**config.mk**
```make
export PLATFORM = sky130hd
export DESIGN_NAME = bus_panel_top
export DESIGN_NICKNAME = d
export VERILOG_FILES = /design/src/source/panel_pkg.sv /design/src/source/bus_panel_top.sv /design/src/source/launch_control.sv /design/src/source/config_sequencer.sv /design/src/source/write_data_bank.sv /design/src/source/master_setup_regs.sv /design/src/source/panel_fsm.sv
export VERILOG_INCLUDE_DIRS = /design/src /design/src/source
export SDC_FILE = /design/constraint.sdc
export NUM_CORES = 1
export LEC_CHECK = 0
export ABC_AREA = 1
export BUFFER_PORTS_ARGS = -buffer_cell sky130_fd_sc_hd__buf_2
export CAP_MARGIN = 25
export CELL_PAD_IN_SITES_DETAIL_PLACEMENT = 0
export CELL_PAD_IN_SITES_GLOBAL_PLACEMENT = 1
export CORE_MARGIN = 2
export CORE_UTILIZATION = 44
export DETAILED_ROUTE_END_ITERATION = 8
export PLACE_DENSITY = 0.77
export REMOVE_ABC_BUFFERS = 1
export SKIP_LAST_GASP = 1
export SYNTH_ARGS = -nofsm -noshare
export SYNTH_HDL_FRONTEND = slang
export SYNTH_HIERARCHICAL = 1
export SYNTH_SLANG_ARGS = --single-unit
```
**constraint.sdc**
```tcl
create_clock -name clk -period 4.02 [get_ports clk]
set_input_delay 0 -clock clk [delete_from_list [all_inputs] [get_ports clk]]
set_output_delay 0 -clock clk [all_outputs]
set_load 0.01 [all_outputs]
```
**src/source/panel_cfg.svh**
```systemverilog
`ifndef PANEL_CFG_SVH
`define PANEL_CFG_SVH

`define MASTER_COUNT      2     // internal bus masters
`define SLAVE_COUNT       3     // addressable slaves, id 0 is none
`define DATA_WIDTH        16
`define ADDR_WIDTH        12
`define BANK_DEPTH        16    // external words held per master

`define SLAVE1_DEPTH      4096
`define SLAVE2_DEPTH      4096
`define SLAVE3_DEPTH      2048

`define CFG_PHASE_CYCLES  2     // cycles spent in each config step
`define START_DELAY       0     // launch gap, 0 launches both together
`define FIRST_MASTER      0     // master launched first when staggered

`endif
```
**src/source/panel_pkg.sv**
```systemverilog
`default_nettype none
`include "panel_cfg.svh"

package panel_pkg;

    typedef logic [`DATA_WIDTH-1:0]                data_t;
    typedef logic [`ADDR_WIDTH-1:0]                addr_t;
    typedef logic [$clog2(`SLAVE_COUNT + 1)-1:0]   slave_id_t;    // 0 means no slave
    typedef logic [$clog2(`BANK_DEPTH)-1:0]        bank_ptr_t;
    typedef logic [$clog2(`MASTER_COUNT)-1:0]      master_idx_t;

    typedef enum logic [3:0] {
        slave_sel, dir_sel, source_sel,
        write_m0, write_m1, write_both,
        first_m0, first_m1, length_m0, length_m1,
        configuring, ready, communicating, done
    } panel_phase_t;

    typedef enum logic [1:0] {
        cfg_first, cfg_middle, cfg_last, cfg_done
    } cfg_phase_t;

    typedef struct packed {
        logic       start;
        logic       eoc;          // skip straight to end of communication
        logic       rd_wr;
        logic       in_ex;        // take data from the external bank
        logic       burst;
        slave_id_t  slave_id;
        addr_t      address;
        data_t      data;
    } master_cmd_t;

    typedef struct packed {
        slave_id_t  slave_id;
        logic       rd_wr;
        logic       in_ex;
        logic       burst;
        addr_t      first_addr;
        addr_t      last_addr;
        bank_ptr_t  write_count;  // words entered through the bank
    } master_setup_t;

endpackage

`default_nettype wire

```
**src/source/bus_panel_top.sv**
```systemverilog
`timescale 1ns/1ps
`default_nettype none
`include "panel_cfg.svh"

module bus_panel_top (
    input  logic                      clk,
    input  logic                      rstN,
    input  logic [17:0]               sw,
    input  logic                      step_n,
    input  logic                      next_n,
    input  logic [`MASTER_COUNT-1:0]  done_com,
    output panel_pkg::master_cmd_t    master_cmd [`MASTER_COUNT],
    output logic [3:0]                status_led
);

    panel_pkg::panel_phase_t  phase;
    panel_pkg::master_setup_t setup [`MASTER_COUNT];
    panel_pkg::master_cmd_t   cfg_cmd [`MASTER_COUNT];
    panel_pkg::master_idx_t   rd_master;
    panel_pkg::bank_ptr_t     rd_index;
    panel_pkg::data_t         rd_data;
    logic [`MASTER_COUNT-1:0] launch_start;
    logic                     cfg_done;
    logic                     no_slave_step;

    panel_fsm panel_fsm_inst (
        .clk, .rstN, .sw, .step_n, .setup, .cfg_done, .done_com, .phase, .status_led
    );

    master_setup_regs master_setup_regs_inst (
        .clk, .rstN, .phase, .sw, .step_n, .next_n, .setup
    );

    write_data_bank write_data_bank_inst (
        .clk, .rstN, .phase, .sw, .step_n, .next_n, .rd_master, .rd_index, .rd_data
    );

    config_sequencer config_sequencer_inst (
        .clk, .rstN, .phase, .setup, .rd_data, .rd_master, .rd_index, .cfg_cmd, .cfg_done
    );

    launch_control launch_control_inst (
        .clk, .rstN, .phase, .step_n, .launch_start
    );

    // nothing selected, so both masters skip to their end state
    assign no_slave_step = (phase == panel_pkg::slave_sel) && !step_n && (sw[3:0] == '0);

    always_comb begin
        for (int i = 0; i < `MASTER_COUNT; i++) begin
            master_cmd[i].start    = cfg_cmd[i].start | launch_start[i];  // never in one phase
            master_cmd[i].eoc      = no_slave_step;
            master_cmd[i].rd_wr    = setup[i].rd_wr;
            master_cmd[i].in_ex    = setup[i].in_ex;
            master_cmd[i].burst    = setup[i].burst;
            master_cmd[i].slave_id = setup[i].slave_id;
            master_cmd[i].address  = (phase == panel_pkg::done) ? sw[`ADDR_WIDTH-1:0]
                                                                : cfg_cmd[i].address;
            master_cmd[i].data     = cfg_cmd[i].data;
        end
    end

endmodule

`default_nettype wire

```
**src/source/launch_control.sv**
```systemverilog
`timescale 1ns/1ps
`default_nettype none
`include "panel_cfg.svh"

module launch_control (
    input  logic                      clk,
    input  logic                      rstN,
    input  panel_pkg::panel_phase_t   phase,
    input  logic                      step_n,
    output logic [`MASTER_COUNT-1:0]  launch_start
);

    localparam int first  = `FIRST_MASTER;
    localparam int second = `MASTER_COUNT - 1 - `FIRST_MASTER;
    localparam int dly_w  = $clog2(`START_DELAY + 2);

    logic [dly_w-1:0]         dly_cnt;
    logic [`MASTER_COUNT-1:0] launched;  // masters started since reset
    logic                     pending;
    logic                     go;

    assign go = (phase == panel_pkg::ready) && !step_n;

    always_ff @(posedge clk or negedge rstN) begin
        if (!rstN) begin
            launch_start <= '0;
            launched     <= '0;
            dly_cnt      <= '0;
            pending      <= 1'b0;
        end else begin
            launch_start <= '0;
            launched     <= launched | launch_start;
            if (go) begin
                dly_cnt <= '0;
                if (`START_DELAY == 0) begin
                    launch_start <= '1;
                end else begin
                    launch_start[first] <= 1'b1;
                    pending             <= 1'b1;
                end
            end else if (pending) begin
                dly_cnt <= dly_cnt + 1'b1;
                if (dly_cnt == dly_w'(`START_DELAY)) begin
                    launch_start[second] <= 1'b1;  // stagger elapsed
                    pending              <= 1'b0;
                end
            end
        end
    end

    assert property (@(posedge clk) disable iff (!rstN) (launch_start & launched) == '0)
        else $error("master launched twice in one run");

    assert property (@(posedge clk) disable iff (!rstN)
        launch_start[first] |-> ##[1:`START_DELAY + 2] (&launched))
        else $error("second master never launched");

endmodule

`default_nettype wire

```
**src/source/config_sequencer.sv**
```systemverilog
`timescale 1ns/1ps
`default_nettype none
`include "panel_cfg.svh"

module config_sequencer (
    input  logic                      clk,
    input  logic                      rstN,
    input  panel_pkg::panel_phase_t   phase,
    input  panel_pkg::master_setup_t  setup [`MASTER_COUNT],
    input  panel_pkg::data_t          rd_data,
    output panel_pkg::master_idx_t    rd_master,
    output panel_pkg::bank_ptr_t      rd_index,
    output panel_pkg::master_cmd_t    cfg_cmd [`MASTER_COUNT],
    output logic                      cfg_done
);

    localparam int cnt_w = $clog2(`CFG_PHASE_CYCLES + 1);

    panel_pkg::cfg_phase_t    state;
    panel_pkg::bank_ptr_t     word;
    panel_pkg::master_idx_t   m;
    panel_pkg::master_setup_t cur;
    logic [cnt_w-1:0]         cnt;
    logic                     active;
    logic                     last_cycle;
    logic                     has_middle;

    assign active     = (phase == panel_pkg::configuring);
    assign cur        = setup[m];
    assign last_cycle = (cnt == cnt_w'(`CFG_PHASE_CYCLES - 1));
    // middle only when words sit between the first and the last
    assign has_middle = cur.in_ex && (cur.write_count > panel_pkg::bank_ptr_t'(2));
    assign rd_master  = m;
    assign rd_index   = word;
    assign cfg_done   = active && (state == panel_pkg::cfg_done);  // drops as phase moves on

    always_ff @(posedge clk or negedge rstN) begin
        if (!rstN) begin
            state <= panel_pkg::cfg_first;
            cnt   <= '0;
            word  <= '0;
            m     <= '0;
        end else if (!active) begin
            state <= panel_pkg::cfg_first;  // rearm for master 0
            cnt   <= '0;
            word  <= '0;
            m     <= '0;
        end else if (state != panel_pkg::cfg_done) begin
            cnt <= last_cycle ? '0 : cnt + 1'b1;
            if (last_cycle) begin
                case (state)
                    panel_pkg::cfg_first: begin
                        word  <= word + 1'b1;
                        state <= has_middle ? panel_pkg::cfg_middle : panel_pkg::cfg_last;
                    end
                    panel_pkg::cfg_middle: begin
                        word <= word + 1'b1;
                        if (word == cur.write_count - panel_pkg::bank_ptr_t'(2)) begin
                            state <= panel_pkg::cfg_last;
                        end
                    end
                    default: begin
                        word <= '0;
                        if (m == panel_pkg::master_idx_t'(`MASTER_COUNT - 1)) begin
                            state <= panel_pkg::cfg_done;
                        end else begin
                            m     <= m + 1'b1;
                            state <= panel_pkg::cfg_first;
                        end
                    end
                endcase
            end
        end
    end

    always_comb begin
        for (int i = 0; i < `MASTER_COUNT; i++) begin
            cfg_cmd[i] = '0;
            if (active && state != panel_pkg::cfg_done && m == panel_pkg::master_idx_t'(i)) begin
                cfg_cmd[i].start   = (state != panel_pkg::cfg_middle) && (cnt == '0);
                cfg_cmd[i].address = (state == panel_pkg::cfg_first) ? cur.first_addr
                                                                      : cur.last_addr;
                cfg_cmd[i].data    = rd_data;
            end
        end
    end

    assert property (@(posedge clk) disable iff (!rstN) cfg_done |=> !cfg_done)
        else $error("config done held for more than one cycle");

endmodule

`default_nettype wire

```
**src/source/write_data_bank.sv**
```systemverilog
`timescale 1ns/1ps
`default_nettype none
`include "panel_cfg.svh"

module write_data_bank (
    input  logic                     clk,
    input  logic                     rstN,
    input  panel_pkg::panel_phase_t  phase,
    input  logic [17:0]              sw,
    input  logic                     step_n,
    input  logic                     next_n,
    input  panel_pkg::master_idx_t   rd_master,
    input  panel_pkg::bank_ptr_t     rd_index,
    output panel_pkg::data_t         rd_data
);

    panel_pkg::data_t       mem [`MASTER_COUNT][`BANK_DEPTH];
    panel_pkg::bank_ptr_t   ptr;
    panel_pkg::master_idx_t wr_master;
    logic                   writing;

    assign writing = phase inside
        {panel_pkg::write_m0, panel_pkg::write_m1, panel_pkg::write_both};
    assign wr_master = panel_pkg::master_idx_t'(phase == panel_pkg::write_m1);

    always_ff @(posedge clk or negedge rstN) begin
        if (!rstN) begin
            ptr <= '0;
        end else if (!step_n) begin
            ptr <= '0;  // each master's words start at 0
        end else if (writing && !next_n) begin
            ptr <= ptr + 1'b1;
        end
    end

    // the word under the pointer follows the switches until next
    always_ff @(posedge clk) begin
        if (writing) begin
            mem[wr_master][ptr] <= sw[`DATA_WIDTH-1:0];
        end
    end

    assign rd_data = mem[rd_master][rd_index];

endmodule

`default_nettype wire

```
**src/source/master_setup_regs.sv**
```systemverilog
`timescale 1ns/1ps
`default_nettype none
`include "panel_cfg.svh"

module master_setup_regs (
    input  logic                      clk,
    input  logic                      rstN,
    input  panel_pkg::panel_phase_t   phase,
    input  logic [17:0]               sw,
    input  logic                      step_n,
    input  logic                      next_n,
    output panel_pkg::master_setup_t  setup [`MASTER_COUNT]
);

    localparam int id_w = $bits(panel_pkg::slave_id_t);

    typedef logic [`ADDR_WIDTH:0] span_t;  // one spare bit for the sum

    function automatic span_t depth_of(input panel_pkg::slave_id_t id);
        case (id)
            2:       depth_of = span_t'(`SLAVE2_DEPTH);
            3:       depth_of = span_t'(`SLAVE3_DEPTH);
            default: depth_of = span_t'(`SLAVE1_DEPTH);
        endcase
    endfunction

    panel_pkg::master_idx_t sel;
    panel_pkg::addr_t       last_calc;
    logic                   writing;
    span_t                  span;
    span_t                  limit;

    assign sel = panel_pkg::master_idx_t'(phase inside
        {panel_pkg::write_m1, panel_pkg::first_m1, panel_pkg::length_m1});
    assign writing = phase inside
        {panel_pkg::write_m0, panel_pkg::write_m1, panel_pkg::write_both};

    // length runs past the slave, so stop at its top word
    assign span      = span_t'(setup[sel].first_addr) + span_t'(sw[`ADDR_WIDTH-1:0]);
    assign limit     = depth_of(setup[sel].slave_id) - span_t'(1);
    assign last_calc = (span > limit) ? limit[`ADDR_WIDTH-1:0] : span[`ADDR_WIDTH-1:0];

    always_ff @(posedge clk or negedge rstN) begin
        if (!rstN) begin
            for (int i = 0; i < `MASTER_COUNT; i++) begin
                setup[i] <= '0;
            end
        end else begin
            for (int i = 0; i < `MASTER_COUNT; i++) begin
                case (phase)
                    panel_pkg::slave_sel:  setup[i].slave_id <= sw[id_w*i +: id_w];
                    panel_pkg::dir_sel:    setup[i].rd_wr <= sw[i];
                    panel_pkg::source_sel: setup[i].in_ex <= sw[i];
                    default: ;
                endcase
            end
            if (writing && step_n && !next_n) begin
                setup[sel].write_count <= setup[sel].write_count + 1'b1;
                setup[sel].burst <= setup[sel].burst | (setup[sel].write_count != '0);
            end
            if (phase inside {panel_pkg::first_m0, panel_pkg::first_m1}) begin
                setup[sel].first_addr <= sw[`ADDR_WIDTH-1:0];
            end
            if (phase inside {panel_pkg::length_m0, panel_pkg::length_m1}) begin
                setup[sel].last_addr <= last_calc;
            end
        end
    end

    for (genvar g = 0; g < `MASTER_COUNT; g++) begin : g_depth_chk
        assert property (@(posedge clk) disable iff (!rstN)
            phase == panel_pkg::configuring |->
                span_t'(setup[g].last_addr) < depth_of(setup[g].slave_id))
            else $error("master %0d last address beyond slave", g);
    end

endmodule

`default_nettype wire

```
**src/source/panel_fsm.sv**
```systemverilog
`timescale 1ns/1ps
`default_nettype none
`include "panel_cfg.svh"

module panel_fsm (
    input  logic                      clk,
    input  logic                      rstN,
    input  logic [17:0]               sw,
    input  logic                      step_n,
    input  panel_pkg::master_setup_t  setup [`MASTER_COUNT],
    input  logic                      cfg_done,
    input  logic [`MASTER_COUNT-1:0]  done_com,
    output panel_pkg::panel_phase_t   phase,
    output logic [3:0]                status_led
);

    panel_pkg::panel_phase_t step_target;
    panel_pkg::panel_phase_t next_phase;
    logic                    all_done;

    always_comb begin
        all_done = 1'b1;
        for (int i = 0; i < `MASTER_COUNT; i++) begin
            if (setup[i].slave_id != '0 && !done_com[i]) begin
                all_done = 1'b0;  // an active master is still busy
            end
        end
    end

    // where a step strobe leads from each operator phase
    always_comb begin
        step_target = phase;
        case (phase)
            panel_pkg::slave_sel: begin
                step_target = (sw[3:0] == '0) ? panel_pkg::done : panel_pkg::dir_sel;
            end
            panel_pkg::dir_sel:    step_target = panel_pkg::source_sel;
            panel_pkg::source_sel: begin
                case (sw[1:0])
                    2'b01:   step_target = panel_pkg::write_m0;
                    2'b10:   step_target = panel_pkg::write_m1;
                    2'b11:   step_target = panel_pkg::write_both;
                    default: step_target = panel_pkg::first_m0;
                endcase
            end
            panel_pkg::write_m0:   step_target = panel_pkg::first_m0;
            panel_pkg::write_both: step_target = panel_pkg::write_m1;
            panel_pkg::write_m1:   step_target = panel_pkg::first_m0;
            panel_pkg::first_m0:   step_target = panel_pkg::first_m1;
            panel_pkg::first_m1:   step_target = panel_pkg::length_m0;
            panel_pkg::length_m0:  step_target = panel_pkg::length_m1;
            panel_pkg::length_m1:  step_target = panel_pkg::configuring;
            panel_pkg::ready:      step_target = panel_pkg::communicating;
            default:               step_target = phase;  // no step exit
        endcase
    end

    always_comb begin
        if (phase == panel_pkg::configuring) begin
            next_phase = cfg_done ? panel_pkg::ready : phase;
        end else if (phase == panel_pkg::communicating) begin
            next_phase = all_done ? panel_pkg::done : phase;
        end else begin
            next_phase = step_n ? phase : step_target;
        end
    end

    always_ff @(posedge clk or negedge rstN) begin
        if (!rstN) begin
            phase <= panel_pkg::slave_sel;
        end else begin
            phase <= next_phase;
        end
    end

    assign status_led[0] = (phase == panel_pkg::slave_sel);  // initial
    assign status_led[1] = (phase == panel_pkg::ready);
    assign status_led[2] = (phase == panel_pkg::done);
    assign status_led[3] = (phase == panel_pkg::communicating);

    // done is terminal until the next reset
    assert property (@(posedge clk) disable iff (!rstN)
        phase == panel_pkg::done |=> phase == panel_pkg::done)
        else $error("phase left done without reset");

endmodule

`default_nettype wire

```
==> impl_metrics.py, run 1 <==
metrics = {
    "status": {
        "status": "completed",
    },
    "grt": {
        "grt-ovfl-total": 0,
        "track_usage_pct": 23.4,
        "grt_pass1_vias": 19300,
        "grt_pass1_wl_mm": 114,
        "antenna_found_initial": 1,
        "grt_max_degree": 135,
    },
    "setup_path": {
        "critPathRequiredTime_ps": 4550,
        "arrival_ps": 4280,
        "worstSetupPathType": "register to register",
        "worstSetupEndpointType": "register",
        "reg2reg_depth": 27,
        "cp_max_fo": 12,
        "cp-start-kind": "register",
    },
    "pwr": {
        "leakagePower_nw": 12.6,
        "p_total_mw": 18.5,
        "ir_drop_mv": 0.409,
        "p_per_area_mw_per_mm2": 596,
    },
    "drt": {
        "drt_iter0_drc": 1730,
        "detail-route-antenna-nets": 0,
        "routed_wl_mm": 75.3,
        "via_per_inst": 5.35,
        "route.detailed.drc": 0,
        "drt-pass1-iter-count": 5,
        "wire_per_inst_um": 19.9,
        "vias": 20200,
    },
    "place": {
        "portBuffers": 95,
        "dp_slack_ps": 151,
        "hpwl_mm": 45.3,
        "gp_congestion": 0.894,
        "place_area_mm2": 0.0286,
    },
    "floorplan": {
        "start_util_pct": 44.5,
        "die_height_um": 254,
        "die_width_um": 254,
        "core-area_mm2": 0.0616,
        "die_area_mm2": 0.0643,
        "ios": 98,
        "row_count": 91,
    },
    "clock_tree": {
        "ctsRootBufferMaster": "clkbuf_16",
        "clockBufferDepth": 3,
        "cts.clk_slew.worst_paths_ps": 60,
        "cts_sinks": 599,
        "cts_tree": "done",
        "cts_made_buffers": 61,
        "cts_max_level": 2,
        "clk_latency_ps": 630,
    },
    "hold_path": {
        "whs_path_depth": 2,
        "holdCritPathClass": "primary input to register",
    },
    "yosys": {
        "postSynthCellCount": 2780,
        "synthesis.area_mm2": 0.0274,
        "yosysWarnings": 6,
        "avgSynthCellArea_um2": 9.86,
    },
    "timing": {
        "fmax_ghz": 0.266,
        "period_needed_ps": 3750,
        "period_share_pct": 93.3,
        "setup_viol": 0,
        "layout_setup_ws_ps": 267,
        "clock_skew_ps": 17.4,
        "tightest_slew_ps": 1150,
        "max-slew-margin-rel_pct": 23.3,
        "hold_viol": 0,
        "drv_slew": 0,
    },
    "run": {
        "drv_cap": 0,
    },
    "final_layout": {
        "area_delta_synth_final_pct": 13.3,
        "final_util_pct": 50.4,
        "finalInstanceArea_mm2": 0.0311,
        "drive_gt1_share_pct": 12.8,
        "n_antenna_cell": 0,
        "nets": 2939,
    },
}
per-stage QoR:
step / instances / hold WS (ps) / TNS (ps)
CTS: 3767 / 4.27 / 0
finish: 3780 / 16.3 / 0
detailed placement: 3640 / 175 / 0
floorplan: 2639 / -296 / -191300
global placement: 3640 / 160 / 0
global route: 3780 / 22.9 / -666
registers in the layout (all words and copies together) (netlist names):
signal                            cells
master_setup_regs_inst/setup         66
config_sequencer_inst/state           2
write_data_bank_inst/ptr              4
write_data_bank_inst/mem            512
launch_control_inst/launch_start      2
config_sequencer_inst/rd_index        4
panel_fsm_inst/phase                  4
launch_control_inst/dly_cnt           1
launch_control_inst/pending           1
config_sequencer_inst/rd_master       1
config_sequencer_inst/cnt             2
power breakdown:
part | internal (mW) | leakage [nW] | switching [mW]
Sequential | 7.24 | 5.66 | 0.373
Clock | 3.25 | 0.939 | 2.35
Combinational | 1.72 | 6.05 | 3.58
Total | 12.2 | 12.6 | 6.31
routing by layer:
layer	global-route usage, %	vias up	part of all wire (%)
met5	0	-	0
met3	3.72	108	6.5
li1	-	9513	-
met4	7.17	0	2.9
met1	31.8	9936	43
met2	38.6	683	48
final cells by class:
class	instances	area, um2
Fill cell	5494	30500
Sequential cell	599	17600
Multi-Input combinational cell	1889	8470
Clock buffer	79	1600
Timing Repair Buffer	191	1450
Tap cell	837	1050
Inverter	151	584
Clock inverter	34	347
worst paths after layout:
path,startpoint,to,slack [ps]
worst min register to register,launch_control_inst/dly_cnt,launch_control_inst/launch_start[1],490
min in group asynchronous,rstN,master_setup_regs_inst/setup[46],40
max in group asynchronous,rstN,panel_fsm_inst/phase[0],3230
worst min-delay path,sw[10],write_data_bank_inst/mem[1][90],20
worst max-delay path,panel_fsm_inst/phase[2],master_setup_regs_inst/setup[7],270
worst max register to register,panel_fsm_inst/phase[2],master_setup_regs_inst/setup[7],270
layout by cell type, fill, tap and decap left out, types with 4 or more instances in the layout:
cell	n
nand2_1	1082
nor2_2	37
nor3_1	4
clkinvlp_4	4
dlygate4sd3_1	14
nand2_2	13
nand3_1	447
or2_2	24
inv_2	13
dfrtp_1	81
dfrtp_2	4
bufinv_16	7
nor3_2	4
inv_6	5
a32o_1	11
xnor2_1	5
a21oi_1	27
nor2_1	119
inv_1	133
clkinv_1	14
nand3b_1	4
buf_8	6
buf_12	8
ha_1	21
xor2_1	4
o21ai_1	6
edfxtp_1	512
clkinv_2	8
buf_4	64
clkbuf_1	17
buf_2	94
clkbuf_16	61
o21ai_0	51
nand3_2	4
worst max-delay path, stage by stage, from the launching register on:
cell and delay (ps):
dfrtp_2 440, nand2_2 120, nor2_2 60, nor2_2 150
nand2_4 100, buf_6 160, nand2_1 60, nand2_1 60
ha_1 350, nand2_1 90, nand2_1 90, a31oi_2 230
nand3_2 120, xor2_2 170, ha_1 280, nand3_1 70
nor2_1 110, nand3_1 90, nor2_2 110, nand2_1 50
nor2_1 90, nand2_1 60, nand2_2 110, nand2_8 110
nor2_2 150, nand2_1 60, nand2_1 80, inv_1 30
repair_timing:
item | in CTS | in global routing
setup buffers | 0 | 3
endpoints found under the hold margin | 280 | 0
setup endpoints to repair | 0 | 24
resized for setup | 0 | 36
hold buffers | 14 | 0
No activity file was read; power rests on OpenSTA's default activity.
==> run 2, diff against run 1 <==
- CORE_UTILIZATION: 44 -> 46
- CTS_BUF_LIST: unset -> sky130_fd_sc_hd__clkbuf_8
- PLACE_DENSITY: 0.77 -> 0.79
==> impl_metrics.py, run 2 (same netlist as run 1, synthesis figures left out) <==
metrics = {
    "grt": {
        "grt_pass1_vias": 19800,
        "antenna_found_initial": 4,
        "grt-ovfl-total": 0,
        "grt_pass1_wl_mm": 115,
        "grt_max_degree": 107,
        "track_usage_pct": 25.1,
    },
    "timing": {
        "tightest_slew_ps": 1010,
        "rsz0062_at_grt": "no",
        "hold_viol": 0,
        "setup_tns_ps": 0,
        "clock_skew_ps": 26.1,
        "fmax_ghz": 0.270,
        "hold_ws_ps": 273,
        "setup_viol": 0,
        "max-slew-margin-rel_pct": 32.4,
        "drv_slew": 0,
        "period_share_pct": 92.0,
        "layout_setup_ws_ps": 320,
        "period_needed_ps": 3700,
    },
    "place": {
        "gp_congestion": 0.850,
        "place_area_mm2": 0.0286,
        "hpwl_mm": 44.5,
        "dp_cells": 3585,
        "portBuffers": 95,
        "dp_slack_ps": 109,
    },
    "clock_tree": {
        "cts_max_level": 3,
        "ctsRootBufferMaster": "clkbuf_8",
        "cts_tree": "done",
        "cts_sinks": 599,
        "cts.clk_slew.worst_paths_ps": 60,
        "cts_made_buffers": 99,
        "clk_latency_ps": 710,
        "clockBufferDepth": 3,
    },
    "final_layout": {
        "finalInstanceArea_mm2": 0.0310,
        "final_util_pct": 52.7,
        "largest_register_ffs": 512,
        "fill_cells": 5230,
        "nets": 2995,
        "mostFrequentLayoutCell": "nand2_1",
        "reg_top3": "write_data_bank_inst/mem x512, master_setup_regs_inst/setup x66",
        "largest-register": "write_data_bank_inst/mem",
        "drive_gt1_share_pct": 13.8,
        "layout_common_cells": "nand2_1, edfxtp_1, nand3_1",
        "finalNonFillerCells": 3805,
        "area_delta_synth_final_pct": 13.2,
    },
    "drt": {
        "routed_wl_mm": 76.7,
        "wire_per_inst_um": 20.2,
        "via_per_inst": 5.38,
        "route.detailed.drc": 0,
        "vias": 20500,
        "drt-pass1-iter-count": 5,
        "detail-route-antenna-nets": 0,
        "drt_iter0_drc": 1735,
    },
    "setup_path": {
        "worstSetupPathType": "register to register",
        "crit_slowest_cell": "dfrtp_1",
        "worstSetupEndpointType": "register",
        "crit_path_frequent_cell": "nand2_1",
        "arrival_ps": 4290,
        "cp_slowest_stage_delay_ps": 380,
        "critPathRequiredTime_ps": 4610,
        "cp-start-kind": "register",
        "cp_max_fo": 6,
    },
    "pwr": {
        "internal-power_mw": 11.6,
        "leakagePower_nw": 12.8,
        "p_sw_share_pct": 35.5,
        "clkPwrFrac_pct": 27.4,
        "seqPwrFrac_pct": 42.2,
        "p_per_area_mw_per_mm2": 582,
        "ir_drop_mv": 0.338,
        "p_total_mw": 18.0,
        "power_frac_comb_pct": 30.3,
        "p_sw_mw": 6.41,
    },
    "floorplan": {
        "die_width_um": 248,
        "die_area_mm2": 0.0616,
        "die_height_um": 248,
        "row_count": 89,
        "ios": 98,
        "core-area_mm2": 0.0589,
        "start_util_pct": 46.5,
    },
    "status": {
        "status": "completed",
    },
    "run": {
        "drv_cap": 0,
    },
    "hold_path": {
        "holdCritPathClass": "primary input to register",
    },
}
## run 2: cell types whose count changed in the layout (fill, tap and decap cells not counted), sizes merged
cell / delta
buf: +6
bufinv: -6
clkbuf: +28
clkinv: +15
diode: +3
dlygate4sd3: +10
inv: +32
nand2: +1
## run 2: area by class of cell
class / instances / area, um2 / share of cell area [%]
Sequential cell: 599 / 17600 / 56.6
Timing Repair Buffer: 208 / 1510 / 4.87
Antenna cell: 3 / 7.51 / 0.0242
Inverter: 151 / 587 / 1.89
Multi-Input combinational cell: 1890 / 8560 / 27.6
Tap cell: 773 / 967 / 3.12
Clock inverter: 75 / 367 / 1.18
Clock buffer: 106 / 1460 / 4.70
## run 2: power groups by stage
stage,Combinational [mW],Clock (mW),Sequential [mW]
finish,5.47,4.95,7.62
CTS,4.92,5.07,7.60
global route,6.09,5.35,7.66
detailed placement,4.87,0,7.72
global placement,4.80,0,7.71
floorplan,3.22,0,7.75
## run 2: layer usage
layer | track usage (%) | part of all wire, % | up-vias
li1 | - | - | 9640
met1 | 34.3 | 43 | 9869
met2 | 40.5 | 47 | 824
met3 | 3.99 | 7.2 | 133
met4 | 9.91 | 3.1 | 0
met5 | 0 | 0 | -
## run 2: worst paths after layout
check / end / startpoint / cells after the start / slack, ps
worst max-delay path: master_setup_regs_inst/setup[5] / panel_fsm_inst/phase[3] / 28 / 320
worst min-delay path: write_data_bank_inst/ptr[0] / step_n / 4 / 270
worst max register to register: master_setup_regs_inst/setup[5] / panel_fsm_inst/phase[3] / 28 / 320
worst min register to register: launch_control_inst/launch_start[1] / launch_control_inst/dly_cnt / 1 / 500
max in group asynchronous: config_sequencer_inst/rd_master / rstN / 4 / 3230
min in group asynchronous: master_setup_regs_inst/setup[37] / rstN / 4 / 440
## run 2: worst max-delay path: cells and delay by family, from the launching register on
| family | cells | cell delay [ps] |
|---|---|---|
| AND/OR/NAND/NOR | 21 | 1950 |
| XOR/XNOR | 1 | 190 |
| AO/OA/AOI/OAI | 1 | 230 |
| adder cells (fa/ha/maj) | 2 | 510 |
| flip-flops | 1 | 380 |
| buffers and inverters | 3 | 330 |
## run 2: what timing repair did
item / 4_1_cts / 5_1_grt
hold endpoints to repair: 611 / 0
hold buffers: 25 / 0
endpoints found under the setup margin: 0 / 24
resized for setup: 0 / 51
setup buffers: 0 / 9
